==> src/logic/whiteningPkg.sv <==
package whiteningPkg;

	localparam int MatFrac = 14; // fraction bits of the Q2.14 matrix

	typedef struct packed {
		logic signed [15:0] ch0;
		logic signed [15:0] ch1;
	} sampleT;

	// raw sample minus block mean, one bit wider
	typedef struct packed {
		logic signed [16:0] ch0;
		logic signed [16:0] ch1;
	} centeredT;

	typedef struct packed {
		logic signed [47:0] c00;
		logic signed [47:0] c01;
		logic signed [47:0] c11;
	} covT;

	typedef struct packed {
		logic signed [15:0] w00;
		logic signed [15:0] w01;
		logic signed [15:0] w10;
		logic signed [15:0] w11;
	} matrixT;

	typedef enum logic [2:0] {
		idle,
		load,
		mean,
		cov,
		drain,
		await,
		apply,
		finish
	} phaseT;

endpackage

==> src/logic/covarianceAccumulator.sv <==
`timescale 1ns/1ns

module covarianceAccumulator #(
	parameter int AddrBits = 7
) (
	input  logic                   CLK_Whitening,
	input  logic                   GO_whitening,
	input  logic                   covClear,
	input  logic                   covEn,
	input  whiteningPkg::centeredT centered,
	input  logic                   covDone,
	output logic                   covValid,
	output whiteningPkg::covT      covOut
);

	logic signed [33:0] prod00;
	logic signed [33:0] prod01;
	logic signed [33:0] prod11;
	logic signed [47:0] acc00;
	logic signed [47:0] acc01;
	logic signed [47:0] acc11;
	logic signed [47:0] next00;
	logic signed [47:0] next01;
	logic signed [47:0] next11;

	always_comb begin
		prod00 = centered.ch0 * centered.ch0;
		prod01 = centered.ch0 * centered.ch1;
		prod11 = centered.ch1 * centered.ch1;
		next00 = covEn ? acc00 + prod00 : acc00;
		next01 = covEn ? acc01 + prod01 : acc01;
		next11 = covEn ? acc11 + prod11 : acc11;
	end

	always_ff @(posedge CLK_Whitening) begin
		if (covClear) begin
			acc00 <= '0;
			acc01 <= '0;
			acc11 <= '0;
		end else if (covEn) begin
			acc00 <= next00;
			acc01 <= next01;
			acc11 <= next11;
		end
		// last product still in flight during drain, so scale the next sums
		if (covDone) begin
			covOut.c00 <= next00 >>> AddrBits;
			covOut.c01 <= next01 >>> AddrBits;
			covOut.c11 <= next11 >>> AddrBits;
		end
	end

	always_ff @(posedge CLK_Whitening or negedge GO_whitening) begin
		if (!GO_whitening) covValid <= 1'b0;
		else covValid <= covDone; // single cycle
	end

endmodule

==> config.mk <==
export PLATFORM = sky130hd
export DESIGN_NAME = covarianceAccumulator
export DESIGN_NICKNAME = d
export VERILOG_FILES = /design/src/logic/whiteningPkg.sv /design/src/logic/covarianceAccumulator.sv
export SDC_FILE = /design/constraint.sdc
export NUM_CORES = 2
export LEC_CHECK = 0
export ABC_AREA = 1
export BUFFER_PORTS_ARGS = -buffer_cell sky130_fd_sc_hd__buf_2
export CAP_MARGIN = 10
export CORE_ASPECT_RATIO = 1.4
export CORE_MARGIN = 2
export CORE_UTILIZATION = 70
export DETAILED_ROUTE_END_ITERATION = 10
export HOLD_SLACK_MARGIN = 0.03
export PLACE_DENSITY = 0.95
export SLEW_MARGIN = 5
export SYNTH_ARGS = -nofsm -noshare
export SYNTH_HDL_FRONTEND = slang
export SYNTH_SLANG_ARGS = --single-unit
==> constraint.sdc <==
create_clock -name CLK_Whitening -period 12 [get_ports CLK_Whitening]
set_input_delay 2.4 -clock CLK_Whitening [delete_from_list [all_inputs] [get_ports CLK_Whitening]]
set_output_delay 2.4 -clock CLK_Whitening [all_outputs]
set_load 0.03 [all_outputs]
==> flow_metrics.py <==
metrics = {
    "route": {
        "drt_wl_total_um": 185900,
        "drtIter0Drc": 4382,
        "drc": 0,
        "dr.pass1.iters": 6,
        "ant_nets": 0,
        "wire_per_inst_um": 20.99,
        "vias": 49600,
        "viasPerCell": 5.599,
    },
    "worst_setup_path": {
        "cp-start-kind": "input port",
        "reg2regPathDepth": 23,
        "required_ps": 12370,
        "worstSetupStartpoint": "centered[33]",
        "reg2reg_slack_ps": 5660,
        "endpoint_kind": "flip-flop",
        "rr_startpoint": "acc01[3]",
        "crit_fanout": 39,
        "crit_type": "input port to flip-flop",
        "endpoint": "covOut[133]",
        "arrival_ps": 10070,
        "r2r_end": "covOut[73]",
    },
    "clocking": {
        "cts_tree": "done",
        "hold_buffers": 0,
        "post_cts_resized": 0,
        "clock_latency_ps": 650,
        "postCtsSetupRepairBufs": 0,
        "cts_root_buf": "clkbuf_16",
        "clkTransAtPathRegs_ps": 60,
        "cts-buffers-inserted": 37,
        "cts_sinks": 268,
        "clockBufferDepth": 3,
        "htree_num_levels": 2,
    },
    "final_layout": {
        "areaGrowthSynthToFinish_pct": 4.960,
        "layout_commonest_cell": "inv_1",
        "final_cell_mix": "2656 x inv_1, 1820 x nand2_1, 1168 x fa_1",
        "fillCellCount": 5964,
        "fin_nets": 9384,
        "layout-drive-gt1-share": 0.05523,
    },
    "logic_synthesis": {
        "ys.warnings.count": 0,
        "synth_cells": 7683,
        "yosysSeqAreaShare": 0.1118,
        "synth.avg_cell_area_um2": 7.687,
        "synthesis.area_um2": 59060,
        "synthesis.nets": 9327,
        "ys_ff_latch": 268,
        "ys_types": 38,
    },
    "flow_run": {
        "max_cap_violations": 0,
    },
    "global_route": {
        "grt_usage": 0.4457,
        "grt_pass1_wl_um": 291700,
        "overflow": 0,
        "grt_max_degree": 93,
        "antenna_found_initial": 7,
        "grt_pass1_vias": 55192,
    },
    "placement": {
        "io_buffers": 183,
        "gp_congestion": 1.065,
        "post-dp-hpwl_um": 149900,
    },
    "sta": {
        "drv_slew": 0,
        "finClkSkew_ps": 36.98,
        "setup_tns_ps": 0,
        "worst_pin_slew_ps": 1180,
        "rsz0062_at_grt": "false",
        "period_needed_ps": 9694,
        "max_freq_ghz": 0.1032,
        "final.period_utilization": 0.8079,
        "setup_violations": 0,
        "hold_violations": 0,
        "slew_headroom": 0.2135,
    },
    "die": {
        "die_h_um": 347.7,
        "num_rows": 126,
        "start_util": 0.7028,
        "pin_count": 184,
        "die_w_um": 249.5,
        "die-area_um2": 86740,
        "core_um2": 84030,
    },
    "run_status": {
        "outcome": "finished clean",
    },
    "worst_hold_path": {
        "min_path_type": "flip-flop to flip-flop",
    },
}
Yosys cell counts, drive strengths merged:
cell type     n  share of area
buf          43         0.0043
edfxtp      123          0.063
o21a          6        0.00076
a21oi       142          0.012
clkbuf      164          0.010
xor2         46         0.0068
o21bai       22         0.0028
or2          53         0.0056
clkinv        1       0.000063
nand4        50         0.0053
xnor2        29         0.0043
dfrtp         1        0.00042
dfxtp       144          0.049
a211oi        5        0.00064
a21o          8         0.0010
a31o         20         0.0030
nor2        372          0.025
nand2      1854           0.12
o21ai        76         0.0065
fa         1168           0.40
nand3       219          0.019
a31oi         4        0.00042
nand3b        4        0.00051
ha          437          0.093
inv        2671           0.17
nor3         21         0.0021
how the worst min path moves through the flow:
stage              from  cells past startpoint       end
2_1_floorplan  acc00[0]                      2  acc00[0]
3_3_place_gp   acc11[1]                      2  acc11[1]
3_5_place_dp   acc11[1]                      2  acc11[1]
4_1_cts        acc11[1]                      2  acc11[1]
5_1_grt        acc11[1]                      2  acc11[1]
6_report       acc11[1]                      2  acc11[1]
per-layer routing:
metal | GRT usage | vias to the layer above | part of all wire
met3 | 0.1056 | 1359 | 0.093
met5 | 0 | - | 0.00045
met4 | 0.4208 | 8 | 0.12
met2 | 0.7567 | 3068 | 0.48
li1 | - | 21637 | -
met1 | 0.4504 | 23528 | 0.30
critical path: stages:
cell and delay [ps]:
buf_2 740, nand2_1 310, inv_1 200, fa_1 320, inv_1 140, fa_1 940, fa_1 690, fa_1 940
inv_1 290, fa_1 540, inv_1 50, fa_1 480, inv_1 40, ha_1 420, nand2_1 190, nor2_1 360
nand2_1 130, nor2_1 180, nand3_1 160, nand4_1 130, nand3_1 150, nand2_1 180, inv_1 50
sequential cells by signal, summed over array words and instances (netlist names):
name      flops
acc11        48
covOut      123
acc01        48
acc00        48
covValid      1
final cells by class:
| class | count | area (µm²) | area share |
|---|---|---|---|
| Clock inverter | 23 | 206.4 | 0.003331 |
| Sequential cell | 268 | 6601 | 0.1065 |
| Clock buffer | 44 | 972.2 | 0.01568 |
| Multi-Input combinational cell | 4536 | 41560 | 0.6704 |
| Timing Repair Buffer | 225 | 1250 | 0.02017 |
| Inverter | 2672 | 10030 | 0.1618 |
| Antenna cell | 3 | 7.507 | 0.0001211 |
| Tap cell | 1088 | 1361 | 0.02196 |
kinds of logic (layout without fill, tap and decap cells):
family	count (synthesis)	after routing	synth area share
AO/OA/AOI/OAI	283	283	0.02746
XOR/XNOR	75	75	0.01112
AND/OR/NAND/NOR	2573	2573	0.1766
other	0	3	0
buffers and inverters	2879	2964	0.1845
adder cells (fa/ha/maj)	1605	1605	0.4885
flip-flops	268	268	0.1118
stage by stage:
stage | setup slack (ps) | hold WS (ps) | instance area, µm² | util | std cells
2_1_floorplan | 3158 | 444.7 | 59060 | - | 7683
3_3_place_gp | 1925 | 452.8 | 60800 | 0.7236 | 8789
3_5_place_dp | 1832 | 461.1 | 60800 | 0.7236 | 8789
4_1_cts | 2443 | 471.0 | 61980 | 0.7376 | 8856
5_1_grt | 2093 | 498.8 | 61980 | 0.7376 | 8856
6_report | 2306 | 468.9 | 61990 | 0.7377 | 8859
Power is left out: the tool's default activity adds up to more than one toggle a clock period on the data nets, which glitch-free logic cannot reach.
