--- src/logic/whiteningPkg.sv ---
package whiteningPkg;

	localparam int MatFrac = 14; // fraction bits of the Q2.14 matrix

	typedef struct packed {
		logic signed [15:0] ch0;
		logic signed [15:0] ch1;
	} sampleT;

	// raw sample minus block mean, one bit wider
	typedef struct packed {
		logic signed [16:0] ch0;
		logic signed [16:0] ch1;
	} centeredT;

	typedef struct packed {
		logic signed [47:0] c00;
		logic signed [47:0] c01;
		logic signed [47:0] c11;
	} covT;

	typedef struct packed {
		logic signed [15:0] w00;
		logic signed [15:0] w01;
		logic signed [15:0] w10;
		logic signed [15:0] w11;
	} matrixT;

	typedef enum logic [2:0] {
		idle,
		load,
		mean,
		cov,
		drain,
		await,
		apply,
		finish
	} phaseT;

endpackage

--- src/logic/centeringUnit.sv ---
`timescale 1ns/1ns

module centeringUnit #(
	parameter int AddrBits = 7
) (
	input  logic                   CLK_Whitening,
	input  logic                   GO_whitening,
	input  logic                   accEn,
	input  logic                   meanLoad,
	input  logic                   start,
	input  whiteningPkg::sampleT   inSample,
	input  whiteningPkg::sampleT   rdData,
	output whiteningPkg::centeredT centered
);

	localparam int SumBits = 16 + AddrBits; // 23 bits at the default size

	logic signed [SumBits-1:0] sumCh0;
	logic signed [SumBits-1:0] sumCh1;
	logic signed [SumBits-1:0] meanFull0;
	logic signed [SumBits-1:0] meanFull1;
	logic signed [15:0]        meanCh0;
	logic signed [15:0]        meanCh1;

	assign meanFull0 = sumCh0 >>> AddrBits; // floor divide by block size
	assign meanFull1 = sumCh1 >>> AddrBits;

	always_ff @(posedge CLK_Whitening or negedge GO_whitening) begin
		if (!GO_whitening) begin
			sumCh0  <= '0;
			sumCh1  <= '0;
			meanCh0 <= '0;
			meanCh1 <= '0;
		end else begin
			if (start) begin
				sumCh0 <= '0;
				sumCh1 <= '0;
			end else if (accEn) begin
				sumCh0 <= sumCh0 + inSample.ch0;
				sumCh1 <= sumCh1 + inSample.ch1;
			end
			if (meanLoad) begin
				meanCh0 <= meanFull0[15:0]; // always fits in 16 bits
				meanCh1 <= meanFull1[15:0];
			end
		end
	end

	always_comb begin
		centered.ch0 = rdData.ch0 - meanCh0;
		centered.ch1 = rdData.ch1 - meanCh1;
	end

endmodule

--- config.mk ---
export PLATFORM = sky130hd
export DESIGN_NAME = centeringUnit
export DESIGN_NICKNAME = d
export VERILOG_FILES = /design/src/logic/whiteningPkg.sv /design/src/logic/centeringUnit.sv
export SDC_FILE = /design/constraint.sdc
export NUM_CORES = 1
export LEC_CHECK = 0
export ABC_AREA = 1
export BUFFER_PORTS_ARGS = -buffer_cell sky130_fd_sc_hd__buf_2
export CORE_MARGIN = 5
export CORE_UTILIZATION = 59
export DETAILED_ROUTE_END_ITERATION = 10
export GPL_TIMING_DRIVEN = 0
export MAX_ROUTING_LAYER = met4
export PLACE_DENSITY = 0.81
export SYNTH_ARGS = -nofsm -noshare
export SYNTH_HDL_FRONTEND = slang
export SYNTH_SLANG_ARGS = --single-unit
export TNS_END_PERCENT = 20
--- constraint.sdc ---
create_clock -name CLK_Whitening -period 4.7 [get_ports CLK_Whitening]
set_clock_uncertainty 0.1 [all_clocks]
set_input_delay 0.235 -clock CLK_Whitening [delete_from_list [all_inputs] [get_ports CLK_Whitening]]
set_output_delay 0.235 -clock CLK_Whitening [all_outputs]
set_load 0.005 [all_outputs]
==> results.json <==
{
  "netSwitchingPower_w": 0.00115,
  "seqPwrFrac_pct": 29.6,
  "final_nets": 1465,
  "grt_pass1_vias": 7108,
  "h-tree-depth": 3,
  "die-area_mm2": 0.0153,
  "crit_fanout": 3,
  "numCtsBuffers": 9,
  "area_delta_synth_final_pct": 13.8,
  "routabilityCongestion": 0.948,
  "finalCritPeriodShare_pct": 57.0,
  "grt.total_usage_pct": 27.3,
  "hold_path_class": "in -> reg",
  "clk_latency_ps": 340,
  "io_pins": 103,
  "route.detailed.drc": 0,
  "ir_worst_vdd_uv": 191,
  "ctsLongestPathBuffers": 2,
  "cts_tree": "built",
  "r2r-end": "sumCh0[16]",
  "r2r_cells": 10,
  "cellPowerDensity_mw_per_mm2": 320,
  "placedCellCount": 1476,
  "finalWorstSetupSlack_ps": 2020,
  "final.setup.tns_ps": 0,
  "layout.cells.non_filler": 1493,
  "fp.coreArea_mm2": 0.0126,
  "holdPathEnd": "sumCh1[4]",
  "yosysWarningCount": 0,
  "place_area_mm2": 0.00836,
  "num_vias": 7738,
  "fin_area_mm2": 0.00866,
  "slew_headroom_pct": 58.7,
  "routedWlPerCell_um": 13.0,
  "antenna_found_initial": 0,
  "whs_ps": 63.4,
  "slew_violations": 0,
  "internal_power_w": 0.00162,
  "start_util_pct": 60.3,
  "max_freq_mhz": 373,
  "cts.sinks": 78,
  "die_w_um": 124,
  "clock_power_share_pct": 24.8,
  "yosysSeqAreaShare_pct": 25.7,
  "startpoint_type": "flip-flop",
  "synthCells": 1202,
  "netlist_area_mm2": 0.00761,
  "row_count": 41,
  "cp.arrival_ps": 2340,
  "rsz0062_at_grt": "no",
  "path_class": "reg -> out",
  "leakage_nw": 4.95,
  "place_worst_setup_slack_ps": 2380,
  "fin_crit_ps": 2680,
  "ant_nets": 0,
  "drtIter0Drc": 495,
  "drive_above_1_share_pct": 11.5,
  "power.share.switching_pct": 41.6,
  "post_cts_buffers": 0,
  "synth_cell_type_count": 34,
  "grt_pass1_wl_mm": 32.2,
  "ctsHoldBuffers": 1,
  "hold_depth": 2,
  "routed_wl_mm": 19.5,
  "syn_nets": 1351,
  "drt_pass1_iterations": 6,
  "synth-seq-cells": 78,
  "final-setup-viol-count": 0,
  "hpwl_mm": 16.0,
  "syn_avg_cell_area_um2": 6.33,
  "combPwrFrac_pct": 45.5,
  "overflow": 0,
  "clockRootBuffer": "clkbuf_16",
  "cp.required_ps": 4370,
  "die_y_um": 124,
  "worstMarginPinSlew_ps": 620,
  "hold_path_startpoint": "start",
  "end_kind": "output pin",
  "rrSetupSlack_ps": 2530,
  "viasPerCell": 5.18,
  "post_cts_resized": 0,
  "grt_max_degree": 46,
  "status": "finished clean",
  "maxCapViolCount": 0,
  "hold_viol": 0,
  "antenna_cells": 0,
  "r2r_start": "sumCh0[0]",
  "io_buffers": 101,
  "clkTransAtPathRegs_ps": 60
}
worst max-delay path, stage by stage, from the launching register on:
cell and delay (ps):
dfrtp_1 410, ha_1 240, fa_1 420, inv_1 110, nand3_1 60, and2_1 210, o21ai_2 190, a21oi_1 110
xnor2_1 130, buf_2 130
stage by stage:
step	power [W]	utilization (%)
finish	0.00277	68.6
floorplan	0.00171	-
global placement	0.00206	66.0
CTS	0.00277	68.6
detailed placement	0.00208	66.2
global route	0.00300	68.6
area by class of cell:
cell class | instances | area (µm²)
inverter | 186 | 698
tap | 172 | 215
buffer | 15 | 66.3
clock buffer | 9 | 225
fill | 1172 | 3960
clock inverter | 7 | 65.1
timing repair buffer | 103 | 546
multi-input combinational | 923 | 4890
sequential | 78 | 1950
layout by cell type, fill, tap and decap left out, types with 4 or more instances in the layout:
master / count
a21oi_1: 65
a21oi_2: 4
a22o_1: 4
and2_1: 4
buf_2: 105
clkbuf_1: 9
clkbuf_16: 9
dfrtp_1: 78
fa_1: 4
ha_1: 76
inv_1: 186
nand2_1: 451
nand2_2: 9
nand3_1: 82
nand3b_1: 15
nand4_1: 11
nor2_1: 69
nor2_2: 6
nor3_1: 9
o21ai_0: 56
o21ai_1: 4
o21ai_2: 4
o31ai_1: 8
xnor2_1: 11
xor2_1: 17
power by group through the flow:
stage	sequential (W)	clock, W	combinational [W]
6_report	0.000820	0.000688	0.00126
2_1_floorplan	0.000810	0	0.000900
3_3_place_gp	0.000828	0	0.00123
4_1_cts	0.000820	0.000697	0.00126
5_1_grt	0.000832	0.000724	0.00145
3_5_place_dp	0.000832	0	0.00125
synth_stat cells:
cell	instances	area share, %
a21boi_1	1	0.099
ha_1	76	13
nand2_2	9	0.74
o31ai_1	8	0.79
fa_1	4	1.1
nor3_1	9	0.59
buf_4	1	0.099
nor2_4	3	0.44
buf_2	5	0.33
or2_2	1	0.082
o21ai_0	56	3.7
inv_1	186	9.2
xnor2_1	11	1.3
a22o_1	4	0.46
a21o_1	3	0.30
o21ai_2	4	0.46
xor2_1	17	2.0
nand2_1	451	22
nand3b_1	15	1.5
nor2_2	6	0.49
a31oi_1	2	0.16
clkbuf_1	9	0.44
dfrtp_1	78	26
nand3_1	82	5.4
mux2_2	1	0.15
o21a_1	1	0.099
nor2_1	69	3.4
and2_1	4	0.33
nand4_1	11	0.90
o21bai_1	1	0.099
a21oi_2	4	0.46
a21oi_1	65	4.3
o21ai_1	4	0.26
nor4_1	1	0.082
cells by family (layout without fill, tap and decap cells):
kind of cell	after synthesis	in the layout	synth area share, %
flops	78	78	25.7
simple gates	661	661	36.2
fa+ha+maj	80	80	13.6
xor+xnor	28	28	3.22
buf+inv	201	320	10.1
mux	1	1	0.148
compound gates	153	153	11.2
sequential cells by signal (all words and copies together), names as in the netlist:
| signal | cells |
|---|---|
| meanCh0 | 16 |
| meanCh1 | 16 |
| sumCh0 | 23 |
| sumCh1 | 23 |
worst max path at each step:
stage / startpoint / endpoint / slack, ps / cells past startpoint
3_3_place_gp: meanCh0[0] / centered[29] / 2400 / 9
5_1_grt: meanCh1[0] / centered[16] / 1820 / 14
4_1_cts: meanCh0[0] / centered[29] / 2010 / 9
6_report: meanCh0[0] / centered[29] / 2020 / 9
3_5_place_dp: meanCh0[0] / centered[29] / 2380 / 9
2_1_floorplan: meanCh1[0] / centered[16] / 2650 / 13
metal layers:
metal  part of all wire (%)  GRT usage (%)  wire length, µm
met1                     47           37.3             9220
met2                     45           43.6             8740
met3                    6.4           2.88             1250
met4                    1.4           7.06              264
met5                      0              -                0
(Power assumes the default switching activity.)
