===== src/logic/whiteningPkg.sv =====
package whiteningPkg;

	localparam int MatFrac = 14; // fraction bits of the Q2.14 matrix

	typedef struct packed {
		logic signed [15:0] ch0;
		logic signed [15:0] ch1;
	} sampleT;

	// raw sample minus block mean, one bit wider
	typedef struct packed {
		logic signed [16:0] ch0;
		logic signed [16:0] ch1;
	} centeredT;

	typedef struct packed {
		logic signed [47:0] c00;
		logic signed [47:0] c01;
		logic signed [47:0] c11;
	} covT;

	typedef struct packed {
		logic signed [15:0] w00;
		logic signed [15:0] w01;
		logic signed [15:0] w10;
		logic signed [15:0] w11;
	} matrixT;

	typedef enum logic [2:0] {
		idle,
		load,
		mean,
		cov,
		drain,
		await,
		apply,
		finish
	} phaseT;

endpackage


===== src/logic/whiteningMultiplier.sv =====
`timescale 1ns/1ns

module whiteningMultiplier (
	input  logic                   CLK_Whitening,
	input  logic                   GO_whitening,
	input  logic                   matLoad,
	input  whiteningPkg::matrixT   matIn,
	input  logic                   applyEn,
	input  whiteningPkg::centeredT centered,
	output whiteningPkg::sampleT   outSample
);

	import whiteningPkg::*;

	localparam logic signed [34:0] RoundBias = 35'sd1 <<< (MatFrac - 1);

	matrixT             mat;
	logic signed [32:0] prod00;
	logic signed [32:0] prod01;
	logic signed [32:0] prod10;
	logic signed [32:0] prod11;
	logic signed [34:0] dot0;
	logic signed [34:0] dot1;
	logic signed [15:0] sat0;
	logic signed [15:0] sat1;

	function automatic logic signed [15:0] saturate(input logic signed [34:0] value);
		if (value > 35'sd32767) return 16'sh7fff;
		if (value < -35'sd32768) return 16'sh8000;
		return value[15:0];
	endfunction

	always_comb begin
		dot0 = prod00 + prod01 + RoundBias;
		dot1 = prod10 + prod11 + RoundBias;
		sat0 = saturate(dot0 >>> MatFrac); // round half up, then clip
		sat1 = saturate(dot1 >>> MatFrac);
	end

	// stage one
	always_ff @(posedge CLK_Whitening) begin
		if (matLoad) mat <= matIn;
		if (applyEn) begin
			prod00 <= mat.w00 * centered.ch0;
			prod01 <= mat.w01 * centered.ch1;
			prod10 <= mat.w10 * centered.ch0;
			prod11 <= mat.w11 * centered.ch1;
		end
	end

	// stage two
	always_ff @(posedge CLK_Whitening or negedge GO_whitening) begin
		if (!GO_whitening) begin
			outSample <= '0;
		end else if (applyEn) begin
			outSample.ch0 <= sat0;
			outSample.ch1 <= sat1;
		end
	end

endmodule


===== config.mk =====
export PLATFORM = sky130hd
export DESIGN_NAME = whiteningMultiplier
export DESIGN_NICKNAME = d
export VERILOG_FILES = /design/src/logic/whiteningPkg.sv /design/src/logic/whiteningMultiplier.sv
export SDC_FILE = /design/constraint.sdc
export NUM_CORES = 2
export LEC_CHECK = 0
export ABC_AREA = 0
export BUFFER_PORTS_ARGS = -buffer_cell sky130_fd_sc_hd__buf_2
export CAP_MARGIN = 20
export CORE_ASPECT_RATIO = 1.5
export CORE_UTILIZATION = 55
export DETAILED_ROUTE_END_ITERATION = 12
export GPL_ROUTABILITY_DRIVEN = 1
export HOLD_SLACK_MARGIN = 0.03
export PLACE_DENSITY_LB_ADDON = 0.25
export SLEW_MARGIN = 20
export SYNTH_ARGS = -nofsm -noshare
export SYNTH_HDL_FRONTEND = slang
export SYNTH_SLANG_ARGS = --single-unit

===== constraint.sdc =====
create_clock -name CLK_Whitening -period 8.6 [get_ports CLK_Whitening]
set_input_delay 0.86 -clock CLK_Whitening [delete_from_list [all_inputs] [get_ports CLK_Whitening]]
set_output_delay 0.86 -clock CLK_Whitening [all_outputs]
set_load 0.02 [all_outputs]

==> metrics.md <==
| Metric | Value |
|---|---|
| Post-Route Setup TNS | `0 ns` |
| Number of maximum-capacitance constraint violations | `0` |
| Top_reg_cell synth | `edfxtp_1` |
| Vias per cell | `roughly 5.5` |
| Placed instance area | `about 53000 µm²` |
| Number of enable-type register cells in the synthesized netlist | `just under 200` |
| Total number of vias | `~35000` |
| Violation count after the first detailed-routing iteration | `~1700` |
| Number of fill cells in the layout | `between 7000 and 8000` |
| Cell type group with the largest total delay on the critical path | `adder cells` |
| Post-synthesis area per instance | `9.84 µm²` |
| Total DRC errors in the routed layout | `0` |
| Count of placed standard cells in the final layout, fillers left out | `around 6400` |
| Clk sinks | `around 230` |
| Wire length after detailed routing | `about 120000 µm` |
| Gr usage total | `0.263` |
| Max clock buf depth | `3` |
| Number of instances in the synthesized netlist | `5200` |
| Area of the mapped netlist | `51200 µm²` |
| Final setup violation count | `0` |
| Cts bufs inserted | `27` |
| Final period utilization | `0.825` |
| Logic depth of the worst register-to-register path | `22` |
| Placer's final routability congestion estimate | `0.877` |
| Flip-flop and latch count after synthesis | `~230` |
| Cells taking the most area after synthesis | `fa_1 43%, edfxtp_1 12%, ha_1 11%` |
| Antenna violations before repair | `4` |
| Element type at the critical path start | `flop` |
| Total Nets Final | `~6900` |
| Sum of net half-perimeters after detailed placement | `a little over 90000 µm` |
| Max Clock Freq | `around 0.14 GHz` |
| Share of async-settable or async-resettable flops after synthesis | `0.140` |
| Clock-pin slew on the worst setup and hold paths | `roughly 0.070 ns` |
| Register area | `~6700 µm²` |
| Kind of end point of the critical path | `flop` |
| Slack of the critical path | `between 1.5 and 2 ns` |
| Most area-hungry cell type in the Yosys netlist | `fa_1` |
| Number of synthesis warnings | `0` |
| Worst-path maximum fanout | `17` |
| Floorplan core area | `91900 µm²` |
| Max Slew Vio Count | `0` |
| Register-to-register setup slack | `about 1.5 ns` |
| Post-CTS setup-driven buffer insertion count | `0` |
| Number of primary I/O pins | `134` |
| Most common cell after layout, fill and taps aside | `inv_1` |
| Destination of the worst register-to-register timing path | `prod00[31]` |
| Antenna diodes | `0` |
| Die width | `approximately 250 µm` |
| Count of cell types in the netlist | `approximately 70` |
| Number of buffers added to fix hold violations after cts | `0` |
| DP Worst Slack | `1.03 ns` |
| Maximum number of pins on one net before global-route repair | `66` |
| Area added between synthesis and finish | `4.73%` |
| Clock latency reported for the late side of the worst-skew pair | `0.60 ns` |
| Max-slew headroom | `0.287` |
| PostCTS Resize Cnt | `0` |
| Class of the tightest hold or removal check | `in -> async` |
| Biggest cell delay along the critical path | `roughly 0.76 ns` |
| Cell occurring most often along the worst timing path | `fa_1` |
| Setup repair after global routing missed its margin | `no` |
| Die footprint | `approximately 94000 µm²` |
| Via count of the first global-routing pass | `roughly 39000` |
| CTS root buf | `clkbuf_16` |
| Drt wl/cell | `about 18 µm` |
| Measured slew at the worst slew-check pin | `about 1.1 ns` |
| # placed instances | `around 6300` |
| Run status | `complete, no violations` |
| CP max stage cell | `fa_1` |
| Data arrival time of the worst path | `~7.5 ns` |
| TritonCTS clock tree | `done` |
| Post-Syn Nets | `~6900` |
| Initial Util | `0.557` |
| Clock skew after layout | `0.0236 ns` |
| Total count of hold-check failures in the final report | `0` |
| Gr ovfl total | `0` |
| Crit path kind | `reg -> reg` |
| CP Launch Point | `mat[49]` |
| Number of buffers and inverters on the critical path | `3` |
| Required time of the critical path | `8.95 ns` |
| Worst R2R Start | `mat[49]` |
| First-pass GRT wire length | `195000 µm` |
| Sequential element share of the synthesized area | `0.131` |
| Die height | `between 300 and 400 µm` |
| Non-Filler Cell Area, Final | `about 54000 µm²` |
| Total number of placement rows | `136` |
| Max H-tree Level | `1` |
| Series of cell instances along the critical path | `nand2_1 > inv_1 > fa_1 > fa_1 > fa_1 > fa_1 > fa_1 > inv_1 > fa_1 > inv_1 > ha_1 > a21o_1 > a211o_1 > a31o_2 > a21o_1 > a21oi_1 > o21ai_0 > a21oi_1 > o21ai_0 > a21o_1 > a21oi_1 > xnor2_1` |
| Final min period | `roughly 7 ns` |
| Combined area of the multi-input logic cells | `between 30000 and 40000 µm²` |
| Proportion of layout cells with a drive suffix above 1 | `0.0409` |
| Residual antenna-violating net count after detailed routing | `0` |
| Quantity of I/O buffers inserted on ports | `133` |
| Most frequent cells in the layout | `1237 x inv_1, 1104 x fa_1, 548 x nand2_1, 520 x and2_1, 464 x ha_1` |
| 1st-pass router iterations | `5` |
| Area share of the largest cell type after synthesis | `0.432` |
==> worst max path at each step <==
stage                       to  slack, ns  depth (start not counted)
global route        prod10[31]       1.16                         23
detailed placement  prod01[31]       1.03                         25
global placement    prod10[31]       1.08                         22
floorplan           prod10[31]       1.67                         25
finish              prod00[31]       1.51                         22
CTS                 prod00[31]       1.51                         22
==> cell families (layout without fill, tap and decap cells) <==
group           count (synthesis)  in the layout  synth area share
compound gates                432            432            0.0561
flops                         228            228             0.131
mux                             1              1          0.000196
simple gates                 1368           1368             0.133
xor+xnor                      176            176            0.0301
fa+ha+maj                    1568           1568             0.545
buf+inv                      1427           1434             0.105
==> state kept, by name, summed over array words and instances, names as in the netlist <==
name and cells:
mat 64, outSample 32, prod00 33, prod01 33
prod10 33, prod11 33
==> synthesized netlist by cell type, drive strengths merged (3+ instances only) <==
| cell type | number |
|---|---|
| inv | 1237 |
| fa | 1104 |
| nand2 | 548 |
| and2 | 520 |
| ha | 464 |
| edfxtp | 196 |
| clkbuf | 186 |
| nor2 | 139 |
| a21oi | 133 |
| xnor2 | 133 |
| o21ai | 76 |
| a21o | 71 |
| xor2 | 43 |
| dfrtp | 32 |
| nand3 | 32 |
| nand2b | 29 |
| nor3 | 29 |
| o21bai | 25 |
| o21a | 24 |
| nor2b | 23 |
| a221o | 16 |
| a31oi | 12 |
| a211oi | 11 |
| and3 | 11 |
| nand4 | 11 |
| o22ai | 8 |
| or2 | 7 |
| or3 | 7 |
| a2111oi | 6 |
| a31o | 5 |
| o211ai | 5 |
| o31ai | 5 |
| a211o | 4 |
| nor3b | 4 |
| o2111ai | 4 |
| a41o | 3 |
| buf | 3 |
| nor4 | 3 |
==> per-layer routing <==
layer	track usage	vias to the layer above	part of all wire
met2	0.490	915	0.54
met4	0.114	6	0.047
li1	-	15600	-
met3	0.0261	320	0.044
met5	0	-	0.00038
met1	0.305	18152	0.37
==> worst register-to-register path, stage by stage (launching register included) <==
cell,delay [ns]
edfxtp_1,0.73
nand2_1,0.26
inv_1,0.12
fa_1,0.76
fa_1,0.52
fa_1,0.50
fa_1,0.52
fa_1,0.49
inv_1,0.05
fa_1,0.48
inv_1,0.06
ha_1,0.34
a21o_1,0.18
a211o_1,0.33
a31o_2,0.26
a21o_1,0.17
a21oi_1,0.13
o21ai_0,0.09
a21oi_1,0.24
o21ai_0,0.18
a21o_1,0.20
a21oi_1,0.16
xnor2_1,0.08
==> layout make-up <==
type	instances	area share
clock buffer	32	0.0143
clock inverter	18	0.00252
inverter	1238	0.0867
multi-input combinational	3545	0.730
sequential	228	0.125
tap	1173	0.0274
timing repair buffer	146	0.0144
==> stage by stage <==
step	hold slack [ns]	utilization
2_1_floorplan	0.564	-
3_3_place_gp	0.486	0.573
3_5_place_dp	0.489	0.573
4_1_cts	0.386	0.583
5_1_grt	0.406	0.583
6_report	0.406	0.583
Power is not shown: default switching activity piles up to over one toggle a cycle in this logic, so the estimate is an artifact.
