File: config.mk
export PLATFORM = sky130hd
export DESIGN_NAME = whiteningController
export DESIGN_NICKNAME = d
export VERILOG_FILES = /design/src/logic/whiteningPkg.sv /design/src/logic/whiteningController.sv
export SDC_FILE = /design/constraint.sdc
export NUM_CORES = 1
export LEC_CHECK = 0
export BUFFER_PORTS_ARGS = -buffer_cell sky130_fd_sc_hd__buf_2
export CAP_MARGIN = 20
export CORE_ASPECT_RATIO = 0.75
export CORE_MARGIN = 8
export CORE_UTILIZATION = 35
export DETAILED_ROUTE_END_ITERATION = 8
export PLACE_DENSITY = 0.66
export SYNTH_ARGS = -nofsm -noshare
export SYNTH_HDL_FRONTEND = slang
export SYNTH_SLANG_ARGS = --single-unit
File: constraint.sdc
create_clock -name CLK_Whitening -period 3.7 [get_ports CLK_Whitening]
set_clock_uncertainty 0.05 [all_clocks]
set_input_delay 0.74 -clock CLK_Whitening [delete_from_list [all_inputs] [get_ports CLK_Whitening]]
set_output_delay 0.74 -clock CLK_Whitening [all_outputs]
set_load 0.01 [all_outputs]
File: src/logic/whiteningPkg.sv
package whiteningPkg;

	localparam int MatFrac = 14; // fraction bits of the Q2.14 matrix

	typedef struct packed {
		logic signed [15:0] ch0;
		logic signed [15:0] ch1;
	} sampleT;

	// raw sample minus block mean, one bit wider
	typedef struct packed {
		logic signed [16:0] ch0;
		logic signed [16:0] ch1;
	} centeredT;

	typedef struct packed {
		logic signed [47:0] c00;
		logic signed [47:0] c01;
		logic signed [47:0] c11;
	} covT;

	typedef struct packed {
		logic signed [15:0] w00;
		logic signed [15:0] w01;
		logic signed [15:0] w10;
		logic signed [15:0] w11;
	} matrixT;

	typedef enum logic [2:0] {
		idle,
		load,
		mean,
		cov,
		drain,
		await,
		apply,
		finish
	} phaseT;

endpackage

File: src/logic/whiteningController.sv
`timescale 1ns/1ns

module whiteningController #(
	parameter int AddrBits = 7,
	parameter int OutCredits = 4
) (
	input  logic                CLK_Whitening,
	input  logic                GO_whitening,
	input  logic                start,
	input  logic                inValid,
	input  logic                matValid,
	input  logic                outCredit,
	output logic                busy,
	output logic                done,
	output logic                inCredit,
	output logic                wrEn,
	output logic                rdEn,
	output logic [AddrBits-1:0] addr,
	output logic                accEn,
	output logic                meanLoad,
	output logic                covClear,
	output logic                covEn,
	output logic                covDone,
	output logic                matLoad,
	output logic                applyEn,
	output logic                outValid
);

	import whiteningPkg::*;

	localparam int CredBits = $clog2(OutCredits + 1);

	phaseT               phase;
	logic [AddrBits-1:0] count;
	logic [CredBits-1:0] credits;
	logic [2:0]          pending; // apply reads issued 1, 2 and 3 cycles ago
	logic                covRead;
	logic [1:0]          inFlight;
	logic                lastAddr;
	logic                applyRead;
	logic                lastOut;

	assign lastAddr  = &count;
	assign inFlight  = 2'(pending[0]) + 2'(pending[1]) + 2'(pending[2]);
	assign applyRead = (phase == apply) && (credits > inFlight); // credit left after in-flight reads
	assign lastOut   = (phase == finish) && pending[2] && (pending[1:0] == 2'b00);

	assign busy     = (phase != idle);
	assign wrEn     = (phase == load) && inValid;
	assign rdEn     = (phase == cov) || applyRead;
	assign addr     = count;
	assign accEn    = wrEn;
	assign meanLoad = (phase == mean);
	assign covClear = (phase == mean); // fresh sums before the cov pass
	assign covEn    = covRead;
	assign covDone  = (phase == drain);
	assign matLoad  = (phase == await) && matValid;
	assign applyEn  = (phase == apply) || (phase == finish);
	assign outValid = pending[2];

	always_ff @(posedge CLK_Whitening or negedge GO_whitening) begin
		if (!GO_whitening) begin
			phase <= idle;
			count <= '0;
		end else begin
			case (phase)
				idle: begin
					count <= '0;
					if (start) phase <= load;
				end
				load: begin
					if (wrEn) begin
						count <= count + 1'b1;
						if (lastAddr) phase <= mean;
					end
				end
				mean: phase <= cov;
				cov: begin
					count <= count + 1'b1;
					if (lastAddr) phase <= drain;
				end
				drain: phase <= await;
				await: begin
					if (matValid) phase <= apply;
				end
				apply: begin
					if (applyRead) begin
						count <= count + 1'b1;
						if (lastAddr) phase <= finish;
					end
				end
				finish: begin
					if (lastOut) phase <= idle; // pipeline empty
				end
				default: phase <= idle;
			endcase
		end
	end

	always_ff @(posedge CLK_Whitening or negedge GO_whitening) begin
		if (!GO_whitening) begin
			pending  <= '0;
			covRead  <= 1'b0;
			inCredit <= 1'b0;
			done     <= 1'b0;
			credits  <= CredBits'(OutCredits);
		end else begin
			pending  <= {pending[1:0], applyRead};
			covRead  <= (phase == cov); // rdData valid next cycle
			inCredit <= wrEn;
			done     <= lastOut;
			case ({outValid, outCredit})
				2'b10:   credits <= credits - 1'b1;
				2'b01:   credits <= credits + 1'b1;
				default: credits <= credits;
			endcase
		end
	end

	// source must hold inValid low outside the load phase
	inValidInLoad: assert property (@(posedge CLK_Whitening) disable iff (!GO_whitening)
		inValid |-> phase == load);

	creditBound: assert property (@(posedge CLK_Whitening) disable iff (!GO_whitening)
		credits <= CredBits'(OutCredits));

endmodule

==> impl_metrics.env <==
export IMPL_io_pins=26
export IMPL_track_usage_pct=9.62
export IMPL_criticalPathCategory="flip-flop to primary output"
export IMPL_cts_resized=0
export IMPL_io_buffers=25
export IMPL_fin_area_um2=1350
export IMPL_timing_rr_end="addr[3]"
export IMPL_ir_drop_uv=159
export IMPL_core_area_um2=3220
export IMPL_drc=0
export IMPL_root_buffer="clkbuf_8"
export IMPL_clkTransAtPathRegs_ps=70
export IMPL_status="complete, no violations"
export IMPL_cp_start_kind="flip-flop"
export IMPL_critPathRequiredTime_ps=2910
export IMPL_leakagePower_nw=0.614
export IMPL_tritoncts="done"
export IMPL_final_max_slew_viol_count=0
export IMPL_hold_viol=0
export IMPL_switching_share_pct=27.2
export IMPL_grtUsageMet1_pct=12.6
export IMPL_drtAntennaViolNets=0
export IMPL_pwr_share_clk_pct=30.1
export IMPL_area_growth_pct=15.8
export IMPL_syn_inst=109
export IMPL_dieArea_um2=5440
export IMPL_multi_input_area_um2=618
export IMPL_period_needed_ps=2950
export IMPL_clk_latency_ps=250
export IMPL_initial_utilization_pct=36.1
export IMPL_drtIter0Drc=54
export IMPL_postCtsSetupBuffers=0
export IMPL_place_congestion=0.869
export IMPL_timing_slew_headroom_pct=65.3
export IMPL_seqCellArea_um2=477
export IMPL_synth_main_ff_cell="dfrtp_1"
export IMPL_layout_drive_gt1_share_pct=28.6
export IMPL_place_area_um2=1300
export IMPL_internal_power_mw=0.347
export IMPL_power_frac_comb_pct=18.0
export IMPL_grt_overflow_total=0
export IMPL_holdBufCountCts=0
export IMPL_total_power_mw=0.476
export IMPL_grt_max_degree=20
export IMPL_dp_hpwl_um=1870
export IMPL_grt_pass1_wl_um=4200
export IMPL_p_sw_mw=0.129
export IMPL_layout_commonest_cell="buf_2"
export IMPL_dp_slack_ps=1030
export IMPL_layout_nets=146
export IMPL_use_met3_pct=1.77
export IMPL_htreeDepth=1
export IMPL_fill_cells=318
export IMPL_p_per_area_nw_per_um2=354
export IMPL_cts_buffers=3
export IMPL_cp_max_fo=9
export IMPL_grt_pass1_vias=916
export IMPL_ys_warn_count=0
export IMPL_finalCritPeriodShare_pct=79.7
export IMPL_hold_class="input port to async pin"
export IMPL_reg2reg_slack_ps=1480
export IMPL_vias=915
export IMPL_layout_common_cells="buf_2, dfrtp_1, inv_1, nand2_1"
export IMPL_reg2reg_from="pending[2]"
export IMPL_post_drt_wl_per_cell_um=14.1
export IMPL_async_reset_ff_share_pct=100
export IMPL_die_w_um=82.5
export IMPL_max_clock_freq_ghz=0.339
export IMPL_reg2reg_depth=7
export IMPL_endpoint_kind="primary output"
export IMPL_seq_power_share_pct=52.0
export IMPL_fin_ws_ps=751
export IMPL_syn_avg_cell_area_um2=10.7
export IMPL_yosysSeqAreaShare_pct=41.1
export IMPL_firstDrtPassIters=4
export IMPL_arrival_ps=2160
export IMPL_antenna_found_initial=0
export IMPL_rows=18
export IMPL_ys_types=47
export IMPL_cts_sinks=19
export IMPL_synth_edf_count=0
export IMPL_tightest_slew_ps=521
export IMPL_routed_via_density=5.29
export IMPL_die_h_um=65.9
export IMPL_syn_area_um2=1160
export IMPL_syn_nets=121
export IMPL_tns_ps=0
export IMPL_rsz0062_at_grt="no"
export IMPL_cap_viol_max_count=0
export IMPL_use_met2_pct=14.7
export IMPL_cts_buffer_depth=2
export IMPL_antenna_cells=0
export IMPL_synth_seq_cells=19
export IMPL_grt_busiest_layer="met2"
export IMPL_routed_wl_um=2440
export IMPL_setup_violations=0
-- cell type report --
| cell class | instances | share of cell area [%] |
|---|---|---|
| inverter | 8 | 2.23 |
| sequential | 19 | 35.4 |
| timing repair buffer | 25 | 9.30 |
| tap | 40 | 3.72 |
| clock buffer | 4 | 3.35 |
| multi-input combinational | 77 | 46.0 |
-- how the worst max path moves through the flow --
stage,from,endpoint,slack (ps),cells after the start
after floorplan,pending[2],rdEn,1170,6
after global placement,pending[2],rdEn,1090,7
after detailed placement,pending[2],rdEn,1030,7
after CTS,pending[2],rdEn,740,7
after global routing,pending[2],rdEn,640,7
final,pending[2],rdEn,750,7
-- cells in the mapped netlist (all sizes together), types with 2 or more instances --
master	number	area share, %
and4	2	1.5
nand3b	2	1.3
a32o	2	1.7
dfrtp	18	39
xor2	2	1.5
nor2	6	1.9
nor3	3	1.3
and3b	2	1.5
nand2	7	2.3
inv	8	2.6
buf	5	3.1
o22ai	2	1.1
ha	4	4.3
o21ai	2	0.86
xnor2	2	1.5
a22o	2	1.5
or2	3	1.6
nand2b	3	1.6
and2	2	1.3
fa	2	3.4
a21oi	2	1.8
nand4	2	1.1
o2bb2ai	3	2.3
nand3	6	2.6
-- cell families after synthesis --
group,Yosys count,share of synthesized area [%]
compound gates,21,17.9
xor+xnor,4,3.02
fa+ha+maj,6,7.76
buf+inv,13,5.71
flops,19,41.1
mux,2,1.83
simple gates,44,22.7
-- metrics by stage --
stage / instances / utilization, % / hold WS [ps]
finish: 173 / 41.8 / 367
detailed placement: 169 / 40.4 / 375
floorplan: 109 / - / 344
CTS: 173 / 41.8 / 384
global route: 173 / 41.8 / 398
global placement: 169 / 40.4 / 359
-- per-layer routing --
layer  up-vias  part of all wire, %  routed length [um]
li1        441                    -                   -
met5         -                    0                   0
met3         4                  4.8                 118
met1       445                   47                1150
met2        25                   46                1130
met4         0                  1.8                  43
-- flip-flops by register name, summed over array words and instances, names as in the netlist --
register / cells
phase: 3
inCredit: 1
covEn: 1
credits: 3
done: 1
pending: 3
addr: 7
-- power by group through the flow --
| stage | sequential, mW | combinational (mW) | clock [mW] |
|---|---|---|---|
| finish | 0.248 | 0.0856 | 0.143 |
| global route | 0.252 | 0.0981 | 0.156 |
| floorplan | 0.248 | 0.0685 | 0 |
| global placement | 0.252 | 0.0836 | 0 |
| CTS | 0.248 | 0.0885 | 0.148 |
| detailed placement | 0.253 | 0.0874 | 0 |
-- worst max-delay path: stages, from the launching register on --
cell and delay, ps:
dfrtp_1 420, fa_1 420, inv_1 60, ha_1 230, nor2b_1 170, o211ai_4 300, o21ai_0 150, buf_2 160
No activity file was read; power rests on OpenSTA's default activity.
